[config.mk]
export PLATFORM = sky130hd
export DESIGN_NAME = prf_arbiter
export DESIGN_NICKNAME = d
export VERILOG_FILES = /design/src/prf_pkg.sv /design/src/prf_arbiter.sv
export SDC_FILE = /design/constraint.sdc
export NUM_CORES = 1
export LEC_CHECK = 0
export BUFFER_PORTS_ARGS = -buffer_cell sky130_fd_sc_hd__buf_2
export CORE_MARGIN = 3
export CORE_UTILIZATION = 42
export DETAILED_ROUTE_END_ITERATION = 7
export GPL_ROUTABILITY_DRIVEN = 0
export GPL_TIMING_DRIVEN = 0
export PLACE_DENSITY = 0.77
export SYNTH_ARGS = -nofsm -noshare
export SYNTH_HDL_FRONTEND = slang
export SYNTH_SLANG_ARGS = --single-unit
[constraint.sdc]
create_clock -name CLK -period 2.6 [get_ports CLK]
set_input_delay 0.52 -clock CLK [delete_from_list [all_inputs] [get_ports CLK]]
set_output_delay 0.52 -clock CLK [all_outputs]
set_load 0.05 [all_outputs]
[src/prf_pkg.sv]
// shared word type and default sizing for the banked register file
// bank count must be a power of two and at least 2
// register count must be a multiple of the bank count

package prf_pkg;

    // ------------------------------------------------------------------------
    // data word

    localparam int DATA_WIDTH = 32;

    // one physical register value
    typedef logic [DATA_WIDTH-1:0] data_t;

    // ------------------------------------------------------------------------
    // default sizes, overridable at the top level

    // physical registers in total
    localparam int DEF_PR_COUNT = 64;

    // banks, selected by the low register number bits
    localparam int DEF_BANK_COUNT = 4;

    // read requesters sharing the two ports of each bank
    localparam int DEF_RR_COUNT = 4;

    // writeback requesters sharing the single write port of each bank
    localparam int DEF_WR_COUNT = 4;

endpackage

[src/prf_arbiter.sv]
// per-bank arbitration, highest requester index first
// fairness masks steer the next grant below the last winner
// read mask shared by all banks, write mask kept per bank
// grants are combinational from the merged request vectors
`timescale 1ns/1ps

module prf_arbiter #(
    parameter int BANK_COUNT = prf_pkg::DEF_BANK_COUNT,
    parameter int RR_COUNT   = prf_pkg::DEF_RR_COUNT,
    parameter int WR_COUNT   = prf_pkg::DEF_WR_COUNT
) (
    input  logic                            CLK,
    input  logic                            nRST,
    input  logic [BANK_COUNT-1:0][RR_COUNT-1:0] rd_valid_by_bank,
    input  logic [BANK_COUNT-1:0][WR_COUNT-1:0] wb_valid_by_bank,
    output logic [BANK_COUNT-1:0][RR_COUNT-1:0] rd_grant0_by_bank,
    output logic [BANK_COUNT-1:0][RR_COUNT-1:0] rd_grant1_by_bank,
    output logic [BANK_COUNT-1:0][WR_COUNT-1:0] wb_grant_by_bank,
    output logic [RR_COUNT-1:0]             reg_read_ack,
    output logic [RR_COUNT-1:0]             reg_read_port
);

    // common selector width covers both requester groups
    localparam int REQ_W = (RR_COUNT > WR_COUNT) ? RR_COUNT : WR_COUNT;

    // fairness state
    logic [RR_COUNT-1:0]                    rd_mask;
    logic [RR_COUNT-1:0]                    next_rd_mask;
    logic [BANK_COUNT-1:0][WR_COUNT-1:0]    wb_mask;
    logic [BANK_COUNT-1:0][WR_COUNT-1:0]    next_wb_mask;

    // ------------------------------------------------------------------------
    // selection

    // masked pool if it holds anything, else whole pool
    // msb wins, later hits override earlier ones
    function automatic logic [REQ_W-1:0] pick_highest(
        input logic [REQ_W-1:0] req,
        input logic [REQ_W-1:0] mask
    );
        logic [REQ_W-1:0] pool;
        pool = (|(req & mask)) ? (req & mask) : req;
        pick_highest = '0;
        for (int i = 0; i < REQ_W; i++) begin
            if (pool[i]) begin
                pick_highest = '0;
                pick_highest[i] = 1'b1;
            end
        end
    endfunction

    always_comb begin
        reg_read_ack = '0;
        reg_read_port = '0;
        for (int b = 0; b < BANK_COUNT; b++) begin
            // port 0 first, port 1 repeats without port 0 winner
            rd_grant0_by_bank[b] = RR_COUNT'(pick_highest(REQ_W'(rd_valid_by_bank[b]),
                                                          REQ_W'(rd_mask)));
            rd_grant1_by_bank[b] = RR_COUNT'(pick_highest(
                REQ_W'(rd_valid_by_bank[b] & ~rd_grant0_by_bank[b]), REQ_W'(rd_mask)));
            wb_grant_by_bank[b] = WR_COUNT'(pick_highest(REQ_W'(wb_valid_by_bank[b]),
                                                         REQ_W'(wb_mask[b])));
            // a requester sits in one bank only, so or-ing is safe
            reg_read_ack |= rd_grant0_by_bank[b] | rd_grant1_by_bank[b];
            reg_read_port |= rd_grant1_by_bank[b];
        end
    end

    // ------------------------------------------------------------------------
    // fairness masks

    // read mask covers everything below highest ack, any bank or port
    always_comb begin
        next_rd_mask = '0;
        for (int r = RR_COUNT - 2; r >= 0; r--) begin
            next_rd_mask[r] = next_rd_mask[r+1] | reg_read_ack[r+1];
        end
    end

    // write mask per bank, below that bank's grant
    always_comb begin
        next_wb_mask = '0;
        for (int b = 0; b < BANK_COUNT; b++) begin
            for (int w = WR_COUNT - 2; w >= 0; w--) begin
                next_wb_mask[b][w] = next_wb_mask[b][w+1] | wb_grant_by_bank[b][w+1];
            end
        end
    end

    always_ff @(posedge CLK or negedge nRST) begin
        if (!nRST) begin
            rd_mask <= '0;
            wb_mask <= '0;
        end else begin
            rd_mask <= next_rd_mask;
            wb_mask <= next_wb_mask;
        end
    end

    // ------------------------------------------------------------------------
    // checks

    for (genvar b = 0; b < BANK_COUNT; b++) begin : g_chk
        // at most one winner per port
        a_grant_onehot: assert property (@(posedge CLK) disable iff (!nRST)
            $onehot0(rd_grant0_by_bank[b]) && $onehot0(rd_grant1_by_bank[b])
            && $onehot0(wb_grant_by_bank[b]));
        // one requester never holds both read ports
        a_ports_disjoint: assert property (@(posedge CLK) disable iff (!nRST)
            (rd_grant0_by_bank[b] & rd_grant1_by_bank[b]) == '0);
    end

endmodule

Word level (Yosys, flattened, before mapping)
Index checks and enable logic that the tools add are counted.
- $lt $le $gt $ge: 0
- shifts and indexed selects: 0
- $mul: 0
- div/mod/pow operators: 0
- add/subtract/negate cells: 0
- reduce and logical (&&, ||, !) cells: 12
- bitwise logic cells: 40
- equality and inequality tests: 0
- multiplexer cells: 60
- operators with widths (kind ; count):
    2-to-1 mux 4 bit ; 44
    AND 4 x 3 -> 4 bit ; 12
    OR reduction 4 bit ; 12
    OR 4 bit ; 10
    AND 4 bit ; 4
    NOT 4 bit ; 4
    2-to-1 mux 1 bit ; 12
    OR 1 bit ; 10
    2-to-1 mux 3 bit ; 2
    2-to-1 mux 2 bit ; 2
- memories kept: 0
- RAM bits: 0
- output and inout bits: 56
- flip-flop bits (word level): 15
- input bits: 34
- bits in latches: 0
- word-level logic and storage cells: 117
- memory bits (read-only): 0

Longest topological paths before layout
Gate-level depths: netlist of the first run.
- depth after elaboration: 22
- mapped depth: 9
- gate-level depth less buffers: 7

Worst setup path after synthesis of the first run
No wires, ideal clock.
- path type: flip-flop to output port
- from: reg rd_mask[0]
- to: out reg_read_ack[2]
- slack: -2404 ps
- required time: 2080 ps
- arrival: 4484 ps
- cell stages (with the launch flop): 8
- path buffers: 1
- cells stage by stage: dfrtp_1 -> buf_4 -> a21oi_1 -> nor2_1 -> a2111oi_0 -> or4_1 -> nor4_2 -> inv_1
- RTL lines (what ; RTL line ; RTL):
    start, declared ; prf_arbiter.sv:27 ; logic [RR_COUNT-1:0] rd_mask;
    start signal, assigned ; prf_arbiter.sv:95 ; rd_mask <= next_rd_mask;
    end, declared ; prf_arbiter.sv:19 ; output logic [RR_COUNT-1:0] reg_read_ack,

Worst setup path after layout of the first run
- from: reg rd_mask[2]
- to: out reg_read_ack[0]
- cells in the longest elaborated chain, start to end: 20
- elaborated cells between the ends (all ways): 71
- those cells by class: mux: 40; bitwise: 23; reduce/logical: 8
- ends and longest elaborated chain (what ; RTL line ; RTL):
    AND 4 x 3 -> 4 bit ; prf_arbiter.sv:42 ; pool = (|(req & mask)) ? (req & mask) : req;
    OR reduction 4 bit ; prf_arbiter.sv:42 ;
    2-to-1 mux 4 bit ; prf_arbiter.sv:42 ;
    2-to-1 mux 1 bit ; prf_arbiter.sv:45 ; if (pool[i]) begin
    2-to-1 mux 2 bit or 2-to-1 mux 4 bit (tied branches) ; prf_arbiter.sv:45 ;
    2-to-1 mux 3 bit or 2-to-1 mux 4 bit (tied branches) ; prf_arbiter.sv:45 ;
    2-to-1 mux 4 bit ; prf_arbiter.sv:45 ;
    NOT 4 bit ; prf_arbiter.sv:60 ; REQ_W'(rd_valid_by_bank[b] & ~rd_grant0_by_bank[b]), REQ_W'(rd_mask)));
    (+2 left out) ; - ;
    OR reduction 4 bit ; prf_arbiter.sv:42 ;
    2-to-1 mux 4 bit ; prf_arbiter.sv:42 ;
    2-to-1 mux 1 bit ; prf_arbiter.sv:45 ;
    2-to-1 mux 2 bit or 2-to-1 mux 4 bit (tied branches) ; prf_arbiter.sv:45 ;
    2-to-1 mux 3 bit or 2-to-1 mux 4 bit (tied branches) ; prf_arbiter.sv:45 ;
    2-to-1 mux 4 bit ; prf_arbiter.sv:45 ;
    OR 4 bit (3 in series) ; prf_arbiter.sv:64 ; reg_read_ack |= rd_grant0_by_bank[b] | rd_grant1_by_bank[b];
    OR 4 bit (*) ; prf_arbiter.sv:64 ;
Mark *: on every way between the ends. The rest lies on a longest branch, timed or not.

==> impl_metrics.json, run 1 <==
{
  "syn_to_final_growth_pct": 77.1,
  "setup_ws_ns": -0.428,
  "die_w_um": 71.3,
  "dr.first_iter.drc_count": 289,
  "grt_overflow": 0,
  "num_antenna_cells": 0,
  "hp-class": "primary input to asynchronous set/reset pin",
  "grt_setup_unrepaired": "yes",
  "p_per_area_nw_per_um2": 534,
  "crit_fanout": 10,
  "nNetsFinal": 412,
  "finalSetupViolations": 10,
  "ys_seq_area_frac": 0.209,
  "syn_area_um2": 1790,
  "worst_r2r_endpoint": "rd_mask[0]$_DFF_PN0_",
  "antenna_left": 0,
  "grt_max_degree": 16,
  "numCtsBuffers": 3,
  "cp-end-kind": "output port",
  "ys_warn_count": 0,
  "via_count": 2571,
  "status": "complete, but fails checks",
  "fillers": 279,
  "p_leak_nw": 1.54,
  "hold_viol_final": 0,
  "vias_per_cell": 6.02,
  "start_util": 0.442,
  "synth_top_area_cell": "dfrtp_1",
  "cts_hold_buf": 0,
  "r2r_start": "rd_mask[0]$_DFF_PN0_",
  "synth_seq_cells": 15,
  "antenna_found_initial": 0,
  "relSlewSlack": 0.696,
  "power_mw": 1.69,
  "worstPathRequired_ns": 2.08,
  "portBuffers": 84,
  "cts_tree": "yes",
  "yosysMostFrequentCell": "nor2_1",
  "synth_flop_cell": "dfrtp_1",
  "cts.sinks": 15,
  "synthTopCellsByCount": "34 x nor2_1, 23 x nand2_1, 21 x o21ai_0, 18 x a21oi_1, 15 x dfrtp_1",
  "cts-root-buf": "clkbuf_8",
  "wire_per_inst_um": 17.2,
  "dp_slack_ns": -0.505,
  "critPathArrivalTime_ns": 2.51,
  "synth.net_count": 292,
  "finClkSkew_ns": 0.00116,
  "dp.cells": 392,
  "vdd_drop_max_v": 0.000481,
  "h-tree-depth": 1,
  "avgSynthCellArea_um2": 6.95,
  "rrSetupSlack_ns": -0.25,
  "grt_pass1_wl_um": 10500,
  "start_kind": "register",
  "design.die.area_um2": 5090,
  "tightest_slew_ns": 0.457,
  "drt_wl_total_um": 7330,
  "synthTopCellsByArea": "dfrtp_1 21%, nor2_1 7.1%, o21ai_0 5.9%",
  "core-area_um2": 4060,
  "drive_gt1_frac": 0.549,
  "utilization": 0.783,
  "clkLatencyLatePin_ns": 0.25,
  "fmax_mhz": 330,
  "grt_pass1_vias": 2235,
  "drc_errors": 0,
  "r2r_cells": 18,
  "period_needed_ns": 3.03,
  "fin_crit_sh": 1.16,
  "synth_edf_count": 0,
  "synth_cells": 258,
  "io-pin-count": 90,
  "die_h_um": 71.3,
  "hpwl_um": 4720,
  "ys_types": 56,
  "first_pass_iters": 5,
  "grt_usage": 0.250,
  "fin_cells": 427,
  "rows": 23,
  "synthDominantCellAreaShare": 0.209,
  "crit_type": "register to output port",
  "violations": "negative setup slack",
  "maxSlewViolCount": 0,
  "path_clk_slew_ns": 0.07,
  "async_flop_share": 1.00,
  "cts_buffer_depth": 2,
  "max_cap_viol_count": 0
}
flip-flops by register name, indices dropped and copies added (netlist names):
name / count
rd_mask: 3
wb_mask: 12
worst max-delay path: stages (launching register included):
cell,delay [ns]
dfrtp_1,0.40
buf_6,0.16
a22oi_2,0.22
o21ai_1,0.08
and3b_4,0.18
or4_1,0.51
or4b_4,0.53
buf_8,0.17
logic make-up (layout without fill, tap and decap cells):
family,after synthesis,after routing,synth area share
AOI/OAI and AO/OA,89,89,0.340
xor gates and xnor gates,9,9,0.0440
buffers and inverters,34,153,0.0907
DFF,15,15,0.209
muxes,2,2,0.0112
and+or+nand+nor,109,109,0.305
per-stage QoR:
step	TNS (ns)	instance area, µm²	hold slack (ns)
detailed placement	-1.34	2540	0.441
CTS	-1.80	2890	0.173
floorplan	-0.744	2060	0.224
global route	-3.38	3180	0.179
global placement	-1.29	2540	0.437
finish	-2.60	3180	0.164
worst max path at each step:
stage / end / start / slack [ns]
after floorplan: reg_read_ack[0] / rd_valid_by_bank[12] / -0.23
after global placement: reg_read_ack[0] / rd_valid_by_bank[12] / -0.47
after detailed placement: reg_read_ack[0] / rd_valid_by_bank[12] / -0.50
after CTS: reg_read_ack[0] / rd_mask[0]$_DFF_PN0_ / -0.39
after global routing: reg_read_ack[0] / rd_mask[2]$_DFF_PN0_ / -0.50
final: reg_read_ack[0] / rd_mask[2]$_DFF_PN0_ / -0.43
metal layers:
metal	global-route usage	vias to the layer above	part of all wire	routed length [µm]
met5	0	-	0	0
met4	0.0877	0	0.028	206
met3	0.0435	27	0.10	732
met2	0.408	184	0.48	3550
met1	0.334	1194	0.39	2840
li1	-	1166	-	-
where the power goes:
group | leakage (nW) | total [mW] | internal (mW) | switching [mW]
combinational | 1.34 | 1.21 | 0.434 | 0.777
sequential | 0.171 | 0.289 | 0.266 | 0.0231
clock | 0.0255 | 0.194 | 0.106 | 0.0882
layout by cell type (no fill, tap or decap), types with 3 or more instances in the layout:
cell / n
buf_6: 21
nand2b_1: 4
nor3_1: 3
dfrtp_1: 14
and2_1: 5
or4_4: 3
nand3_1: 7
inv_1: 11
a21oi_1: 14
nand2_1: 16
buf_2: 75
nor3b_2: 4
a22o_1: 3
nor3_4: 3
and3_1: 3
nor2_1: 30
a211oi_4: 3
nor2_2: 3
a21oi_2: 5
xnor2_1: 3
o21ai_0: 18
o21a_1: 4
clkbuf_2: 3
clkbuf_8: 4
buf_4: 26
a22oi_2: 4
buf_8: 6
o22a_1: 3
o21ai_1: 4
nand2_4: 5
timing repair:
action                                  4_1_cts  5_1_grt
endpoints found under the setup margin       12       19
gates resized for setup                      41       50
buffers inserted                             19       13
pin swaps                                    12       19
hold endpoints to repair                      0        0
final cells by class:
cell class / instances / area [µm²] / area share
Inverter: 15 / 60.1 / 0.0189
Timing Repair Buffer: 115 / 774 / 0.244
Sequential cell: 15 / 377 / 0.119
Clock inverter: 1 / 5.00 / 0.00158
Buffer: 19 / 184 / 0.0579
Multi-Input combinational cell: 209 / 1670 / 0.526
Clock buffer: 3 / 41.3 / 0.0130
Tap cell: 50 / 62.6 / 0.0197
(Power assumes the default switching activity.)
==> run 2: changes to the inputs <==
--- a/config.mk
+++ b/config.mk
@@ -5,9 +5,10 @@
 export SDC_FILE = /design/constraint.sdc
 export NUM_CORES = 1
 export LEC_CHECK = 0
+export ABC_AREA = 1
 export BUFFER_PORTS_ARGS = -buffer_cell sky130_fd_sc_hd__buf_2
 export CORE_MARGIN = 3
-export CORE_UTILIZATION = 42
+export CORE_UTILIZATION = 41
 export DETAILED_ROUTE_END_ITERATION = 7
 export GPL_ROUTABILITY_DRIVEN = 0
 export GPL_TIMING_DRIVEN = 0
==> run 2 against run 1 <==
Net effect:
- the flow still finishes with violations (negative setup slack)
- combinational power barely moved
- utilization fell by 0.11 points
- clock skew rose by 0.0046 ns
- cell count rose by 14%
- clock power fell by 2%
- synthesized cell count rose by 22%
- worst hold slack got worse by 0.0030 ns
- first-iteration DRC count fell by 57%
- sequential cell count did not move
- sequential share of layout area rose by 0.69 points
- power rose by 2.0%
==> impl_metrics.json, run 2 <==
{
  "synthDominantCellAreaShare": 0.218,
  "design.die.area_um2": 5000,
  "synth_flop_cell": "dfrtp_1",
  "ys_warn_count": 0,
  "drt_wl_total_um": 6800,
  "final_area_um2": 3010,
  "wire_per_inst_um": 14.0,
  "dp.cells": 453,
  "numCtsBuffers": 3,
  "status": "complete, but fails checks",
  "cts-root-buf": "clkbuf_8",
  "critPathArrivalTime_ns": 2.25,
  "vdd_drop_max_v": 0.000315,
  "async_flop_share": 1.00,
  "cts_tree": "yes",
  "antenna_left": 0,
  "fmax_mhz": 361,
  "num_antenna_cells": 0,
  "syn_to_final_growth_pct": 75.3,
  "cpMaxStageDelayCell": "dfrtp_2",
  "final_cell_mix": "72 x buf_2, 71 x inv_1, 65 x nand2_1",
  "ys_seq_area_frac": 0.218,
  "setup_ws_ns": -0.173,
  "violations": "negative setup slack",
  "hold_viol_final": 0,
  "avgSynthCellArea_um2": 5.44,
  "p_leak_nw": 1.87,
  "crit_top_cell": "nand2_4",
  "grt_pass1_wl_um": 9260,
  "synth_seq_cells": 15,
  "final_common_cell": "buf_2",
  "crit_fanout": 7,
  "hpwl_um": 4270,
  "synth_edf_count": 0,
  "path_delay_family": "simple AND/OR/NAND/NOR gates",
  "fin_cells": 486,
  "via_count": 2511,
  "cts_hold_buf": 0,
  "period_needed_ns": 2.77,
  "tightest_slew_ns": 0.371,
  "synth_cells": 316,
  "first_pass_iters": 5,
  "maxSlewViolCount": 0,
  "utilization": 0.781,
  "cts.sinks": 15,
  "rows": 22,
  "grt_overflow": 0,
  "intPower_mw": 0.762,
  "die_w_um": 70.7,
  "relSlewSlack": 0.752,
  "p_sw_frac": 0.559,
  "finClkSkew_ns": 0.00573,
  "hp-class": "primary input to asynchronous set/reset pin",
  "p_sw_mw": 0.966,
  "synth_top_area_cell": "dfrtp_1",
  "top_regs": "wb_mask x12, rd_mask x3",
  "synth.net_count": 350,
  "r2r_cells": 13,
  "synthTopCellsByArea": "dfrtp_1 22%, nand2_1 21%, inv_1 17%",
  "synthTopCellsByCount": "96 x nand2_1, 80 x inv_1, 40 x nor2_1, 20 x nand3_1",
  "cp-end-kind": "output port",
  "dr.first_iter.drc_count": 124,
  "h-tree-depth": 1,
  "worstPathRequired_ns": 2.08,
  "cpPeakStageDelay_ns": 0.52,
  "die_h_um": 70.7,
  "start_util": 0.446,
  "dpl-instance-area_um2": 2370,
  "grt_max_degree": 16,
  "antenna_found_initial": 0,
  "p_clk_frac": 0.110,
  "core-area_um2": 3850,
  "drive_gt1_frac": 0.489,
  "largest_reg_flops": 12,
  "vias_per_cell": 5.17,
  "ys_types": 23,
  "p_per_area_nw_per_um2": 574,
  "power_mw": 1.73,
  "clkLatencyLatePin_ns": 0.25,
  "crit_buf_inv": 2,
  "nNetsFinal": 473,
  "drc_errors": 0,
  "fillers": 261,
  "syn_area_um2": 1720,
  "multi_input_area_um2": 1360,
  "finalSetupViolations": 9,
  "seqCellArea_um2": 378,
  "yosysMostFrequentCell": "nand2_1",
  "portBuffers": 89,
  "cts_buffer_depth": 2,
  "crit_type": "register to output port",
  "path_clk_slew_ns": 0.06,
  "r2r_start": "rd_mask[0]$_DFF_PN0_",
  "fin_crit_sh": 1.07,
  "pwr-share-comb": 0.720,
  "top_register": "wb_mask",
  "fin_setup_tns_ns": -0.714,
  "grt_pass1_vias": 2140,
  "worst_r2r_endpoint": "rd_mask[0]$_DFF_PN0_",
  "io-pin-count": 90,
  "max_cap_viol_count": 0,
  "startpoint": "rd_mask[0]$_DFF_PN0_",
  "holdWs_ns": 0.161,
  "grt_usage": 0.222,
  "start_kind": "register",
  "rrSetupSlack_ns": 0.52,
  "crit_path_cell_trace": "buf_6, nand2_8, nand3_4, nand2_4, nand2_4, nand2_4, nand2_4, nand3b_1, nand2_2, a21oi_4, nor2_4, nand4_1, buf_6",
  "grt_setup_unrepaired": "yes",
  "seqPwrFrac": 0.170,
  "dp_slack_ns": -0.154
}
[run 2: how the worst max path moves through the flow]
stage                 endpoint  depth (start not counted)
5_1_grt        reg_read_ack[0]                         13
3_3_place_gp   reg_read_ack[1]                         12
2_1_floorplan  reg_read_ack[0]                         11
4_1_cts        reg_read_ack[0]                         13
6_report       reg_read_ack[0]                         13
3_5_place_dp   reg_read_ack[1]                         12
[run 2: cell families after synthesis]
family / count (synthesis) / share of synthesized area
buffers and inverters: 87 / 0.205
DFF: 15 / 0.218
and+or+nand+nor: 187 / 0.484
AOI/OAI and AO/OA: 27 / 0.0925
[run 2: layout make-up]
cell class / count / area share
Timing Repair Buffer: 118 / 0.264
Multi-Input combinational cell: 214 / 0.453
Tap cell: 48 / 0.0199
Clock inverter: 1 / 0.00166
Inverter: 81 / 0.106
Clock buffer: 3 / 0.0137
Sequential cell: 15 / 0.125
Buffer: 6 / 0.0162
[run 2: layer usage]
layer  track usage  part of all wire
met5             0                 0
met4        0.0313             0.048
met3        0.0469             0.084
met2         0.399              0.48
met1         0.279              0.39
[run 2: power by group through the flow]
| stage | Sequential [mW] | Combinational (mW) | Clock (mW) |
|---|---|---|---|
| after floorplan | 0.292 | 0.774 | 0 |
| after global placement | 0.297 | 0.979 | 0 |
| after detailed placement | 0.297 | 0.987 | 0 |
| after CTS | 0.292 | 1.09 | 0.191 |
| after global routing | 0.298 | 1.32 | 0.206 |
| final | 0.294 | 1.24 | 0.190 |
[run 2: what timing repair did]
item / in CTS / in global routing
endpoints found under the setup margin: 17 / 17
buffers inserted: 17 / 14
gates resized for setup: 48 / 71
pin swaps: 18 / 20
==> run 3: changes to the inputs <==
--- a/config.mk
+++ b/config.mk
@@ -7,12 +7,13 @@
 export LEC_CHECK = 0
 export ABC_AREA = 1
 export BUFFER_PORTS_ARGS = -buffer_cell sky130_fd_sc_hd__buf_2
-export CORE_MARGIN = 3
+export CORE_MARGIN = 1.5
 export CORE_UTILIZATION = 41
 export DETAILED_ROUTE_END_ITERATION = 7
 export GPL_ROUTABILITY_DRIVEN = 0
 export GPL_TIMING_DRIVEN = 0
 export PLACE_DENSITY = 0.77
+export SLEW_MARGIN = 10
 export SYNTH_ARGS = -nofsm -noshare
 export SYNTH_HDL_FRONTEND = slang
 export SYNTH_SLANG_ARGS = --single-unit
==> run 3 against run 2 <==
Net effect:
- the flow still finishes with violations (negative setup slack)
- fmax increased by 0.46%
- die area decreased by 8.3%
- critical endpoint is now reg_read_ack[2]
- via count increased by 2.3%
- utilization decreased by 0.92 points
- power increased by 0.90%
==> impl_metrics.json, run 3 (synthesized netlist as in run 2, its figures left out) <==
{
  "status": "complete, but fails checks",
  "violations": "negative setup slack",
  "cp-end-kind": "output port",
  "dr.first_iter.drc_count": 126,
  "die_w_um": 67.7,
  "crit_type": "register to output port",
  "start_kind": "register",
  "p_leak_nw": 1.91,
  "dp.cells": 455,
  "power_mw": 1.74,
  "design.die.area_um2": 4590,
  "finalSetupViolations": 15,
  "top_register": "wb_mask",
  "via_count": 2569,
  "worstPathRequired_ns": 2.08,
  "tightest_slew_ns": 0.393,
  "finClkSkew_ns": 0.00248,
  "fmax_mhz": 362,
  "crit_fanout": 7,
  "h-tree-depth": 1,
  "utilization": 0.772,
  "dp_slack_ns": -0.150,
  "endpoint": "reg_read_ack[2]",
  "period_needed_ns": 2.76,
  "vdd_drop_max_v": 0.000394,
  "vias_per_cell": 5.22,
  "largest_reg_flops": 12,
  "fillers": 259,
  "io-pin-count": 90,
  "final_area_um2": 3090,
  "clkLatencyLatePin_ns": 0.25,
  "grt_usage": 0.243,
  "fin_crit_sh": 1.06,
  "die_h_um": 67.7,
  "max_cap_viol_count": 0,
  "fin_cells": 492,
  "critPathArrivalTime_ns": 2.24,
  "grt_max_degree": 16,
  "hp-class": "primary input to asynchronous set/reset pin",
  "drt_wl_total_um": 6910,
  "relSlewSlack": 0.737,
  "grt_overflow": 0,
  "antenna_left": 0,
  "drc_errors": 0,
  "worst_r2r_endpoint": "rd_mask[0]$_DFF_PN0_",
  "path_clk_slew_ns": 0.07,
  "nNetsFinal": 477,
  "startpoint": "rd_mask[1]$_DFF_PN0_",
  "hpwl_um": 4220,
  "r2r_start": "rd_mask[1]$_DFF_PN0_",
  "fin_setup_tns_ns": -1.08,
  "grt_pass1_vias": 2026,
  "syn_to_final_growth_pct": 79.8,
  "cts_buffer_depth": 2,
  "rows": 23,
  "antenna_found_initial": 0,
  "num_antenna_cells": 0,
  "final_cell_mix": "68 x inv_1, 68 x buf_2, 67 x nand2_1",
  "hold_viol_final": 0,
  "cts_hold_buf": 0,
  "grt_pass1_wl_um": 8740,
  "wire_per_inst_um": 14.0,
  "first_pass_iters": 6,
  "grt_setup_unrepaired": "yes",
  "start_util": 0.429,
  "portBuffers": 89,
  "p_per_area_nw_per_um2": 564,
  "cts.sinks": 15,
  "r2r_cells": 15,
  "numCtsBuffers": 3,
  "setup_ws_ns": -0.161,
  "core-area_um2": 4000,
  "top_regs": "wb_mask x12, rd_mask x3",
  "cts_tree": "yes",
  "cts-root-buf": "clkbuf_8",
  "maxSlewViolCount": 0,
  "drive_gt1_frac": 0.491,
  "holdWs_ns": 0.169,
  "dpl-instance-area_um2": 2380,
  "rrSetupSlack_ns": 0.44
}
==> run 3: cell count changes in the layout (fill, tap and decap cells not counted), moves of 3 or more <==
cell | previous run | this run
buf_2 | 72 | 68
buf_4 | 33 | 36
buf_6 | 9 | 12
inv_1 | 71 | 68
inv_2 | 6 | 9
nand2_2 | 21 | 18
==> run 3: where the power goes <==
part / switching [mW] / internal (mW) / leakage, nW
Combinational: 0.869 / 0.389 / 1.72
Clock: 0.0855 / 0.106 / 0.0255
Sequential: 0.0206 / 0.273 / 0.170
Total: 0.975 / 0.768 / 1.91
==> run 3: worst max-delay path, cell delays in order, from the launching register on <==
cell     delay (ns)
dfrtp_1        0.39
buf_6          0.15
buf_12         0.13
nand2_8        0.07
nand3_4        0.11
nand2_4        0.09
nand2_4        0.07
nand2_4        0.10
nand2_4        0.07
buf_4          0.14
nand4_1        0.12
nand2_1        0.10
inv_2          0.07
nand4_1        0.16
buf_6          0.21
==> run 3: cell type report <==
type	count	area, µm²	share of cell area
inverters	81	315	0.102
plain buffers	6	48.8	0.0158
well taps	50	62.6	0.0203
clock inverters	1	5.00	0.00162
repair buffers	122	857	0.277
clock buffers	3	41.3	0.0134
multi-input cells	214	1380	0.447
flip-flops and latches	15	378	0.122
==> run 3: how the worst min path moves through the flow <==
stage                     from                    end  cells past startpoint  slack [ns]
after floorplan           nRST   rd_mask[0]$_DFF_PN0_                      0        0.22
after global placement    nRST  wb_mask[10]$_DFF_PN0_                      1        0.44
after detailed placement  nRST  wb_mask[10]$_DFF_PN0_                      1        0.44
after CTS                 nRST  wb_mask[10]$_DFF_PN0_                      1        0.18
after global routing      nRST  wb_mask[10]$_DFF_PN0_                      1        0.18
final                     nRST  wb_mask[10]$_DFF_PN0_                      1        0.17
==> run 3: metal layers <==
layer / global-route usage / vias to the layer above / part of all wire
li1: - / 1214 / -
met1: 0.312 / 1194 / 0.39
met2: 0.419 / 139 / 0.50
met3: 0.0367 / 22 / 0.074
met4: 0.0663 / 0 / 0.027
met5: 0 / - / 0
==> run 3: timing repair <==
action,CTS,global route
pin swaps,21,28
resized for setup,50,74
setup buffers,20,15
endpoints found under the setup margin,16,17
